`src/clock_pkg.sv`:
```
package clock_pkg;

    // ====================================================================
    // configuration bus
    // ====================================================================
    localparam int DATA_W = 8;
    localparam int ADDR_W = 2;

    localparam logic [ADDR_W-1:0] ADDR_CTRL   = 2'd0;
    localparam logic [ADDR_W-1:0] ADDR_DIVIDE = 2'd1;
    localparam logic [ADDR_W-1:0] ADDR_STATUS = 2'd2;  // read only and cleared by a write

    localparam int CTRL_RUN_BIT = 0;
    localparam int CTRL_BOP_BIT = 1;

    localparam int CNT_W        = 7;  // major-cycle count in status 6:0
    localparam int STAT_ERR_BIT = 7;

    // ====================================================================
    // phase state codes in stepping order
    // ====================================================================
    localparam logic [1:0] PH_W = 2'b00;
    localparam logic [1:0] PH_X = 2'b01;
    localparam logic [1:0] PH_Y = 2'b11;
    localparam logic [1:0] PH_Z = 2'b10;

endpackage

```
`src/clock_config.sv`:
```
`timescale 1ns/1ps

module clock_config #(
    parameter int DIV_W = 4
) (
    input  logic                             sim_clk,
    input  logic                             arst_n,
    input  logic                             cfg_we,
    input  logic [clock_pkg::ADDR_W-1:0]     cfg_addr,
    input  logic [clock_pkg::DATA_W-1:0]     cfg_wdata,
    input  logic [clock_pkg::CNT_W-1:0]      cycle_count,
    input  logic                             overlap_err,
    output logic [clock_pkg::DATA_W-1:0]     cfg_rdata,
    output logic                             run,
    output logic                             bop,
    output logic [DIV_W-1:0]                 divide,
    output logic                             cnt_clear
);

    // ====================================================================
    // register writes
    // ====================================================================
    always_ff @(posedge sim_clk or negedge arst_n) begin
        if (!arst_n) begin
            run    <= 1'b0;
            bop    <= 1'b0;
            divide <= '0;
        end else if (cfg_we) begin
            case (cfg_addr)
                clock_pkg::ADDR_CTRL: begin
                    run <= cfg_wdata[clock_pkg::CTRL_RUN_BIT];
                    bop <= cfg_wdata[clock_pkg::CTRL_BOP_BIT];
                end
                clock_pkg::ADDR_DIVIDE: begin
                    divide <= cfg_wdata[DIV_W-1:0];
                end
                default: begin
                end
            endcase
        end
    end

    // status write clears the monitor at the same edge
    assign cnt_clear = cfg_we && (cfg_addr == clock_pkg::ADDR_STATUS);

    // ====================================================================
    // readback
    // ====================================================================
    always_comb begin
        cfg_rdata = '0;
        case (cfg_addr)
            clock_pkg::ADDR_CTRL: begin
                cfg_rdata[clock_pkg::CTRL_RUN_BIT] = run;
                cfg_rdata[clock_pkg::CTRL_BOP_BIT] = bop;
            end
            clock_pkg::ADDR_DIVIDE: begin
                cfg_rdata[DIV_W-1:0] = divide;  // zero extended
            end
            clock_pkg::ADDR_STATUS: begin
                cfg_rdata[clock_pkg::CNT_W-1:0]     = cycle_count;
                cfg_rdata[clock_pkg::STAT_ERR_BIT] = overlap_err;
            end
            default: begin
            end
        endcase
    end

    // the monitor sees a single clear per status write
    a_clear_single: assert property (
        @(posedge sim_clk) disable iff (!arst_n)
        cnt_clear |=> !cnt_clear
    );

endmodule

```
`src/phase_counter.sv`:
```
`timescale 1ns/1ps

module phase_counter #(
    parameter int DIV_W = 4
) (
    input  logic             sim_clk,
    input  logic             arst_n,
    input  logic             run,
    input  logic             bop,
    input  logic [DIV_W-1:0] divide,
    output logic             cgpp,
    output logic             cgppn,
    output logic             cgqp,
    output logic             cgqpn,
    output logic             cgrp,
    output logic             cgrpn,
    output logic             phase_valid
);

    logic [1:0]       state;
    logic [1:0]       state_nxt;
    logic [DIV_W-1:0] div_cnt;
    logic             en_q;      // enable seen on the previous clock
    logic             enable;
    logic             last_cnt;

    assign enable      = run & ~bop;
    assign phase_valid = en_q & enable;  // first clock after a start is spent reloading
    assign last_cnt    = (div_cnt == '0);

    always_comb begin
        case (state)
            clock_pkg::PH_W: state_nxt = clock_pkg::PH_X;
            clock_pkg::PH_X: state_nxt = clock_pkg::PH_Y;
            clock_pkg::PH_Y: state_nxt = clock_pkg::PH_Z;
            default:         state_nxt = clock_pkg::PH_W;
        endcase
    end

    // ====================================================================
    // divider and gray state
    // ====================================================================
    always_ff @(posedge sim_clk or negedge arst_n) begin
        if (!arst_n) begin
            en_q    <= 1'b0;
            state   <= clock_pkg::PH_W;
            div_cnt <= '0;
        end else begin
            en_q <= enable;
            if (!phase_valid) begin
                state   <= clock_pkg::PH_W;  // parked at w while held
                div_cnt <= divide;
            end else if (last_cnt) begin
                state   <= state_nxt;
                div_cnt <= divide;
            end else begin
                div_cnt <= div_cnt - 1'b1;
            end
        end
    end

    assign cgpp  = state[1];
    assign cgppn = ~state[1];
    assign cgqp  = state[0];
    assign cgqpn = ~state[0];
    assign cgrp  = phase_valid & last_cnt;  // last count of this phase step
    assign cgrpn = ~cgrp;

    a_gray_step: assert property (
        @(posedge sim_clk) disable iff (!arst_n)
        (phase_valid && cgrp) |=> ($countones(state ^ $past(state)) == 1)
    );

endmodule

```
`src/phase_drivers.sv`:
```
`timescale 1ns/1ps

module phase_drivers #(
    parameter int TAPS = 8
) (
    input  logic            sim_clk,
    input  logic            arst_n,
    input  logic            cgpp,
    input  logic            cgppn,
    input  logic            cgqp,
    input  logic            cgqpn,
    input  logic            cgrp,
    input  logic            cgrpn,
    input  logic            phase_valid,
    output logic [TAPS-1:0] w_taps,
    output logic [TAPS-1:0] x_taps,
    output logic [TAPS-1:0] y_taps,
    output logic [TAPS-1:0] z_taps,
    output logic            wda,
    output logic            xda,
    output logic            yda,
    output logic            zda,
    output logic            wn,
    output logic            xn,
    output logic            yn,
    output logic            zn,
    output logic            wf,
    output logic            xf,
    output logic            yf,
    output logic            zf
);

    logic w_lvl, x_lvl, y_lvl, z_lvl;
    logic w_last, x_last, y_last, z_last;
    logic w_set, x_set, y_set, z_set;

    // ====================================================================
    // set terms
    // ====================================================================
    assign w_lvl = cgppn & cgqpn;
    assign x_lvl = cgppn & cgqp;
    assign y_lvl = cgpp & cgqp;
    assign z_lvl = cgpp & cgqpn;

    assign w_last = w_lvl & cgrp;  // phase in its final count
    assign x_last = x_lvl & cgrp;
    assign y_last = y_lvl & cgrp;
    assign z_last = z_lvl & cgrp;

    // each phase is blocked while its predecessor is still finishing
    assign w_set = phase_valid & ((w_lvl & cgrpn) | w_last) & ~z_last;
    assign x_set = phase_valid & ((x_lvl & cgrpn) | x_last) & ~w_last;
    assign y_set = phase_valid & ((y_lvl & cgrpn) | y_last) & ~x_last;
    assign z_set = phase_valid & ((z_lvl & cgrpn) | z_last) & ~y_last;

    // early copies lead the flags by one clock
    assign wda = w_set;
    assign xda = x_set;
    assign yda = y_set;
    assign zda = z_set;

    // ====================================================================
    // phase flags
    // ====================================================================
    always_ff @(posedge sim_clk or negedge arst_n) begin
        if (!arst_n) begin
            wf <= 1'b0;
            xf <= 1'b0;
            yf <= 1'b0;
            zf <= 1'b0;
        end else begin
            wf <= w_set;
            xf <= x_set;
            yf <= y_set;
            zf <= z_set;
        end
    end

    assign w_taps = {TAPS{wf}};  // fan-out
    assign x_taps = {TAPS{xf}};
    assign y_taps = {TAPS{yf}};
    assign z_taps = {TAPS{zf}};

    assign wn = ~wf;
    assign xn = ~xf;
    assign yn = ~yf;
    assign zn = ~zf;

    a_one_phase: assert property (
        @(posedge sim_clk) disable iff (!arst_n)
        $onehot0({wf, xf, yf, zf})
    );

endmodule

```
`src/cycle_monitor.sv`:
```
`timescale 1ns/1ps

module cycle_monitor (
    input  logic                        sim_clk,
    input  logic                        arst_n,
    input  logic                        wf,
    input  logic                        xf,
    input  logic                        yf,
    input  logic                        zf,
    input  logic                        cnt_clear,
    output logic [clock_pkg::CNT_W-1:0] cycle_count,
    output logic                        overlap_err
);

    logic prev_wf;
    logic prev_zf;
    logic z_to_w;
    logic multi_hot;

    // ====================================================================
    // transition and overlap detect
    // ====================================================================
    always_ff @(posedge sim_clk or negedge arst_n) begin
        if (!arst_n) begin
            prev_wf <= 1'b0;
            prev_zf <= 1'b0;
        end else begin
            prev_wf <= wf;
            prev_zf <= zf;
        end
    end

    // first clock of w after z
    assign z_to_w = wf & ~prev_wf & prev_zf;

    assign multi_hot = (wf & xf) | (wf & yf) | (wf & zf)
                     | (xf & yf) | (xf & zf) | (yf & zf);

    // ====================================================================
    // counters
    // ====================================================================
    always_ff @(posedge sim_clk or negedge arst_n) begin
        if (!arst_n) begin
            cycle_count <= '0;
        end else if (cnt_clear) begin
            cycle_count <= '0;
        end else if (z_to_w) begin
            cycle_count <= cycle_count + 1'b1;  // wraps at 128
        end
    end

    always_ff @(posedge sim_clk or negedge arst_n) begin
        if (!arst_n) begin
            overlap_err <= 1'b0;
        end else if (cnt_clear) begin
            overlap_err <= 1'b0;
        end else if (multi_hot) begin
            overlap_err <= 1'b1;  // sticky
        end
    end

endmodule

```
`src/clock_subsystem.sv`:
```
`timescale 1ns/1ps

module clock_subsystem #(
    parameter int TAPS  = 8,
    parameter int DIV_W = 4
) (
    input  logic                         sim_clk,
    input  logic                         arst_n,
    input  logic                         cfg_we,
    input  logic [clock_pkg::ADDR_W-1:0] cfg_addr,
    input  logic [clock_pkg::DATA_W-1:0] cfg_wdata,
    output logic [clock_pkg::DATA_W-1:0] cfg_rdata,
    output logic [TAPS-1:0]              w_taps,
    output logic [TAPS-1:0]              x_taps,
    output logic [TAPS-1:0]              y_taps,
    output logic [TAPS-1:0]              z_taps,
    output logic                         wda,
    output logic                         xda,
    output logic                         yda,
    output logic                         zda,
    output logic                         wn,
    output logic                         xn,
    output logic                         yn,
    output logic                         zn
);

    logic                        run;
    logic                        bop;
    logic [DIV_W-1:0]            divide;
    logic                        cnt_clear;
    logic [clock_pkg::CNT_W-1:0] cycle_count;
    logic                        overlap_err;
    logic                        cgpp, cgppn, cgqp, cgqpn, cgrp, cgrpn;
    logic                        phase_valid;
    logic                        wf, xf, yf, zf;

    // ====================================================================
    // configuration and timing chain
    // ====================================================================
    clock_config #(.DIV_W(DIV_W)) u_config (
        .sim_clk    (sim_clk),
        .arst_n     (arst_n),
        .cfg_we     (cfg_we),
        .cfg_addr   (cfg_addr),
        .cfg_wdata  (cfg_wdata),
        .cycle_count(cycle_count),
        .overlap_err(overlap_err),
        .cfg_rdata  (cfg_rdata),
        .run        (run),
        .bop        (bop),
        .divide     (divide),
        .cnt_clear  (cnt_clear)
    );

    phase_counter #(.DIV_W(DIV_W)) u_counter (
        .sim_clk    (sim_clk),
        .arst_n     (arst_n),
        .run        (run),
        .bop        (bop),
        .divide     (divide),
        .cgpp       (cgpp),
        .cgppn      (cgppn),
        .cgqp       (cgqp),
        .cgqpn      (cgqpn),
        .cgrp       (cgrp),
        .cgrpn      (cgrpn),
        .phase_valid(phase_valid)
    );

    phase_drivers #(.TAPS(TAPS)) u_drivers (
        .sim_clk(sim_clk), .arst_n(arst_n),
        .cgpp(cgpp), .cgppn(cgppn), .cgqp(cgqp), .cgqpn(cgqpn),
        .cgrp(cgrp), .cgrpn(cgrpn), .phase_valid(phase_valid),
        .w_taps(w_taps), .x_taps(x_taps), .y_taps(y_taps), .z_taps(z_taps),
        .wda(wda), .xda(xda), .yda(yda), .zda(zda),
        .wn(wn), .xn(xn), .yn(yn), .zn(zn),
        .wf(wf), .xf(xf), .yf(yf), .zf(zf)
    );

    cycle_monitor u_monitor (
        .sim_clk    (sim_clk),
        .arst_n     (arst_n),
        .wf         (wf),
        .xf         (xf),
        .yf         (yf),
        .zf         (zf),
        .cnt_clear  (cnt_clear),
        .cycle_count(cycle_count),
        .overlap_err(overlap_err)
    );

endmodule

```
`config.mk`:
```
export PLATFORM = sky130hd
export DESIGN_NAME = clock_subsystem
export DESIGN_NICKNAME = d
export VERILOG_FILES = /design/src/clock_pkg.sv /design/src/clock_config.sv /design/src/phase_counter.sv /design/src/phase_drivers.sv /design/src/cycle_monitor.sv /design/src/clock_subsystem.sv
export SDC_FILE = /design/constraint.sdc
export NUM_CORES = 1
export LEC_CHECK = 0
export ABC_CLOCK_PERIOD_IN_PS = 2350
export BUFFER_PORTS_ARGS = -buffer_cell sky130_fd_sc_hd__buf_2
export CAP_MARGIN = 20
export CELL_PAD_IN_SITES_DETAIL_PLACEMENT = 0
export CELL_PAD_IN_SITES_GLOBAL_PLACEMENT = 2
export CORE_MARGIN = 1
export CORE_UTILIZATION = 30
export DETAILED_ROUTE_END_ITERATION = 16
export HOLD_SLACK_MARGIN = 0.12
export PLACE_DENSITY = 0.88
export SLEW_MARGIN = 20
export SYNTH_ARGS = -nofsm -noshare
export SYNTH_HDL_FRONTEND = slang
export SYNTH_SLANG_ARGS = --single-unit
```
`constraint.sdc`:
```
create_clock -name sim_clk -period 2.35 [get_ports sim_clk]
set_input_delay 0.47 -clock sim_clk [delete_from_list [all_inputs] [get_ports sim_clk]]
set_output_delay 0.47 -clock sim_clk [all_outputs]
set_load 0.1 [all_outputs]
```
After elaboration in Yosys (flattened, before gate mapping)
Index checks and enable logic that the tools add are counted.
Cells by class
  add/subtract/negate cells: 2
  multiplexer cells: 12
  bitwise gates (word level): 53
  reductions and logical operators: 8
  equality and inequality tests: 5
Operator list (count)
  1-bit bitwise AND: 31
  7-bit 2-to-1 mux: 2
  1-bit inverter: 13
  4-bit 2-to-1 mux: 3
  2-bit one-hot mux with 3 select lines: 2
  1-bit OR: 9
  7-bit by 1-bit adder with 7-bit output, second input constant: 1
  2-bit by 1-bit == test with 1-bit output, second input constant: 2
  2-bit == test, second input constant: 2
  2-bit logical NOT: 2
  4-bit logical NOT: 1
  2-bit 2-to-1 mux: 2
  2-bit one-hot mux with 2 select lines: 1
  2-bit AND reduction: 2
  2-bit nonzero test: 2
  4-bit by 1-bit subtractor with 4-bit output, second input constant: 1
  1-bit 2-to-1 mux: 2
  2-bit != test, second input constant: 1
  1-bit logical AND: 1
Word-level totals
  flip-flop bits (word level): 27

Logic depth before layout (Yosys ltp)
  depth after elaboration: 9
  mapped depth: 6
  mapped depth without buffers: 5

By module
A second synthesis with hierarchy kept.
Unflattened totals
  cells, all modules: 160
  area, all modules: 1607.8 µm²
By module, submodules not included
  cycle_monitor: area each 457.9 µm², cells each 41, times used 1
  phase_drivers: area each 415.4 µm², cells each 50, times used 1
  clock_config: area each 371.6 µm², cells each 33, times used 1
  phase_counter: area each 362.8 µm², cells each 36, times used 1

Worst setup path before layout
Ideal clock, no wire load.
  path kind: reg-to-output
  start point: reg u_config.bop
  end point: out wda
  required time: 1.880 ns
  slack: -0.973 ns
  path buffers: 1
  cell stages (with the launch flop): 4
  arrival: 2.853 ns
  cells stage by stage: dfrtp_1 > nand3b_1 > clkbuf_1 > nor3_1
Between the ends
  cells in the longest elaborated chain, start to end: 9
  elaborated cells on any way between the ends: 12
  those cells by class: bitwise: 12
RTL lines
  start: declaration: RTL line clock_config.sv:15  | output logic bop,
  start signal: assignment: RTL line clock_config.sv:32  | bop <= cfg_wdata[clock_pkg::CTRL_BOP_BIT];
  1-bit inverter (*): RTL line phase_counter.sv:27  | assign enable = run & ~bop;
  1-bit bitwise AND (*): RTL line phase_counter.sv:27
  1-bit bitwise AND (*): RTL line phase_counter.sv:28  | assign phase_valid = en_q & enable;
  1-bit bitwise AND: RTL line phase_counter.sv:66  | assign cgrp = phase_valid & last_cnt;
  1-bit inverter: RTL line phase_counter.sv:67  | assign cgrpn = ~cgrp;
  1-bit bitwise AND: RTL line phase_drivers.sv:51  | assign w_set = phase_valid & ((w_lvl & cgrpn) | w_last) & ~z_last;
  1-bit OR: RTL line phase_drivers.sv:51
  1-bit bitwise AND: RTL line phase_drivers.sv:51
  1-bit bitwise AND (*): RTL line phase_drivers.sv:51
  end: declaration: RTL line clock_subsystem.sv:17  | output logic wda,
Mark *: on every way between the ends. The rest lies on a longest branch, timed or not.

Worst setup path after layout
Ends and elaborated chain as after synthesis.

==> impl_results.md <==
* Layout fillers at 471
* Slowest-stage cell, CP: dfrtp_1
* Slew Limit Fails at 0
* Commonest non-fill, non-tap cells in the layout: buf_2 (44), dfrtp_1 (27), buf_12 (12)
* Outcome: finished, final reports clean
* Overall routing resource usage at 0.109
* Crit-path max cell delay at 0.42 ns
* Nets@finish at 200
* Peak supply drop at slightly below 0.0003 V
* Reg2Reg Depth at 5
* #FFs+latches synth at 27
* Normalized max-slew margin at 0.498
* Ys Warns at 0
* CTS tree: built
* Layout Area Growth over Synthesis at 25.6%
* Num CTS Buffers at 3
* Register area at ~680 µm²
* Max Freq at 471 MHz
* Via count at 1083
* Vias in the first global route at between 900 and 1000
* RSZ-0062 raised after global routing: false
* Max-cap violations at 0
* CTS Hold Bufs at 0
* Worst Path Required at 1.88 ns
* Root cell of the clock tree: clkbuf_8
* R2R Path End: u_counter.div_cnt[3]$_DFF_PN0_
* Syn Area/Cell at around 10 µm²
* Total grt overflow at 0
* H-tree levels at 1
* Via-to-Cell Ratio at approximately 4.4
* Post-Layout Cell Count at 247
* Largest area contributor in the netlist: dfrtp_1
* Clock Skews at 0.00441 ns
* Cell-by-cell trace of the critical path: nand3b_1 > nor3_2 > buf_12
* Top_reg_cell synth: dfrtp_1
* WP buf/inv at 1
* First-pass GRT wire length at 4560 µm
* Area occupied by multi-input gates at about 630 µm²
* PwrDens at slightly above 600 nW/µm²
* Fraction of layout cells with a size suffix above 1 at 0.439
* Global placement routability congestion at 0.727
* Worst Setup End Kind: output port
* Synth Net Count at 173
* Ant. Diodes at 0
* Internal reg-to-reg setup slack at 0.62 ns
* Worst-margin pin slew at 0.751 ns
* Top post-synthesis cells by area: dfrtp_1 (44%), buf_4 (16%), ha_1 (4.9%), mux2_2 (4.4%), inv_1 (2.7%)
* Post-Place Cells at 243
* Placement Setup Slack at 0.329 ns
* WL final at a little under 3000 µm
* Worst-path clk slew at 0.09 ns
* Post-synth EDFFs at 0
* Worst min path class: in -> async
* Post-Synthesis Cells at 154
* Crit path kind: reg -> out
* Total design power at roughly 1200 µW
* Async S/R FF share, synth at 1.00
* Drt wl/cell at 11.7 µm
* Fin crit period at 2.12 ns
* Initial DRC count at 31
* Top Ports at 61
* Starting Density at 0.319
* Post-CTS Setup Bufs at 0
* Arrival time at the worst endpoint at 1.65 ns
* CP Launch Type: register
* Synth top area share at 0.437
* DRC violations left at 0
* Setup ws final at 0.228 ns
* Die Width at 73.8 µm
* Row count at 25
* Crit path from: u_config.bop$_DFFE_PN0P_
* Clock buffer depth at 2
* Die Area at 5440 µm²
* Core area at 4850 µm²
* Port bufs at 56
* Final hold violations at 0
* Total Neg Setup Slack at 0 ns
* Period Utilization, post-route at 0.903
* Final HPWL DP at 2160 µm
* Static Leak at between 0.0009 and 0.001 µW
* Library cells used by synthesis at 31
* Post-CTS Resized at 0
* Initial antenna violation count at 0
* Crit-path leading delay family: simple AND/OR/NAND/NOR gates
* Max FO, Critical Path at 5
* First-pass DRT Iterations at 5
* R2R Path Start: u_counter.div_cnt[0]$_DFF_PN0_
* Most common cell after layout, fill and taps aside: buf_2
* Post-Syn Area at 1550 µm²
* Die H at 73.8 µm
* Setup-failing EPs final at 0
* Register area share after synthesis at 0.437
* Largest net degree at the start of global routing at 28
* Clock sink count at 27
* Antenna Nets Post-Route at 0
* Clock Latency Late Sink at 0.27 ns
## cells in the mapped netlist, types with 2 or more instances
library cell / count
dfrtp_1: 27
xnor2_1: 2
nor2_1: 7
clkbuf_1: 3
a22oi_1: 2
nand2_1: 7
nand3_1: 2
and2_1: 6
o21ai_0: 8
nor2b_1: 3
o31ai_1: 2
a222oi_1: 2
nor3_1: 5
mux2i_1: 4
ha_1: 6
or4_1: 2
buf_4: 32
a21oi_1: 6
inv_1: 11
mux2_2: 6
## routing by layer
| layer | global-route usage | vias up | part of all wire |
|---|---|---|---|
| met2 | 0.187 | 38 | 0.47 |
| met5 | 0 | - | 0 |
| li1 | - | 538 | - |
| met4 | 0.0385 | 0 | 0.010 |
| met1 | 0.138 | 503 | 0.47 |
| met3 | 0.0178 | 4 | 0.044 |
## how the worst max path moves through the flow
stage	slack, ns	endpoint	depth (start not counted)
6_report	0.23	wda	3
5_1_grt	0.11	wda	3
4_1_cts	0.20	wda	3
3_5_place_dp	0.33	cfg_rdata[3]	6
3_3_place_gp	0.33	cfg_rdata[2]	6
2_1_floorplan	-0.20	wda	3
## final cells by class
type	count	area share
flip-flops and latches	27	0.348
multi-input cells	81	0.322
repair buffers	57	0.241
well taps	67	0.0432
clock buffers	3	0.0213
inverters	11	0.0213
clock inverters	1	0.00258
## kinds of logic after synthesis
logic type / count (synthesis) / synth area share
adders and majority gates: 6 / 0.0486
AOI/OAI and AO/OA: 23 / 0.0939
muxes: 10 / 0.0696
DFF: 27 / 0.437
xor gates and xnor gates: 3 / 0.0170
and+or+nand+nor: 39 / 0.144
buffers and inverters: 46 / 0.189
## where the power goes
part | switching [µW] | total, µW | internal, µW
Combinational | 254 | 364 | 110
Sequential | 43.7 | 554 | 510
Clock | 150 | 269 | 119
Total | 447 | 1190 | 739
## flip-flops by register name (all words and copies together), names as in the netlist
| name | flops |
|---|---|
| u_monitor.cycle_count | 7 |
| u_config.bop | 1 |
| u_config.divide | 4 |
| u_monitor.overlap_err | 1 |
| u_drivers.xf | 1 |
| u_drivers.wf | 1 |
| u_counter.div_cnt | 4 |
| u_monitor.prev_wf | 1 |
| u_counter.en_q | 1 |
| u_drivers.zf | 1 |
| u_monitor.prev_zf | 1 |
| u_counter.state | 2 |
| u_config.run | 1 |
| u_drivers.yf | 1 |
## per-stage QoR
| stage | instance area, µm² | utilization | hold slack [ns] |
|---|---|---|---|
| 6_report | 1940 | 0.400 | 0.198 |
| 4_1_cts | 1940 | 0.400 | 0.223 |
| 3_5_place_dp | 1890 | 0.391 | 0.477 |
| 5_1_grt | 1940 | 0.400 | 0.231 |
| 3_3_place_gp | 1890 | 0.391 | 0.457 |
| 2_1_floorplan | 1590 | - | 0.174 |
(Power assumes the default switching activity.)
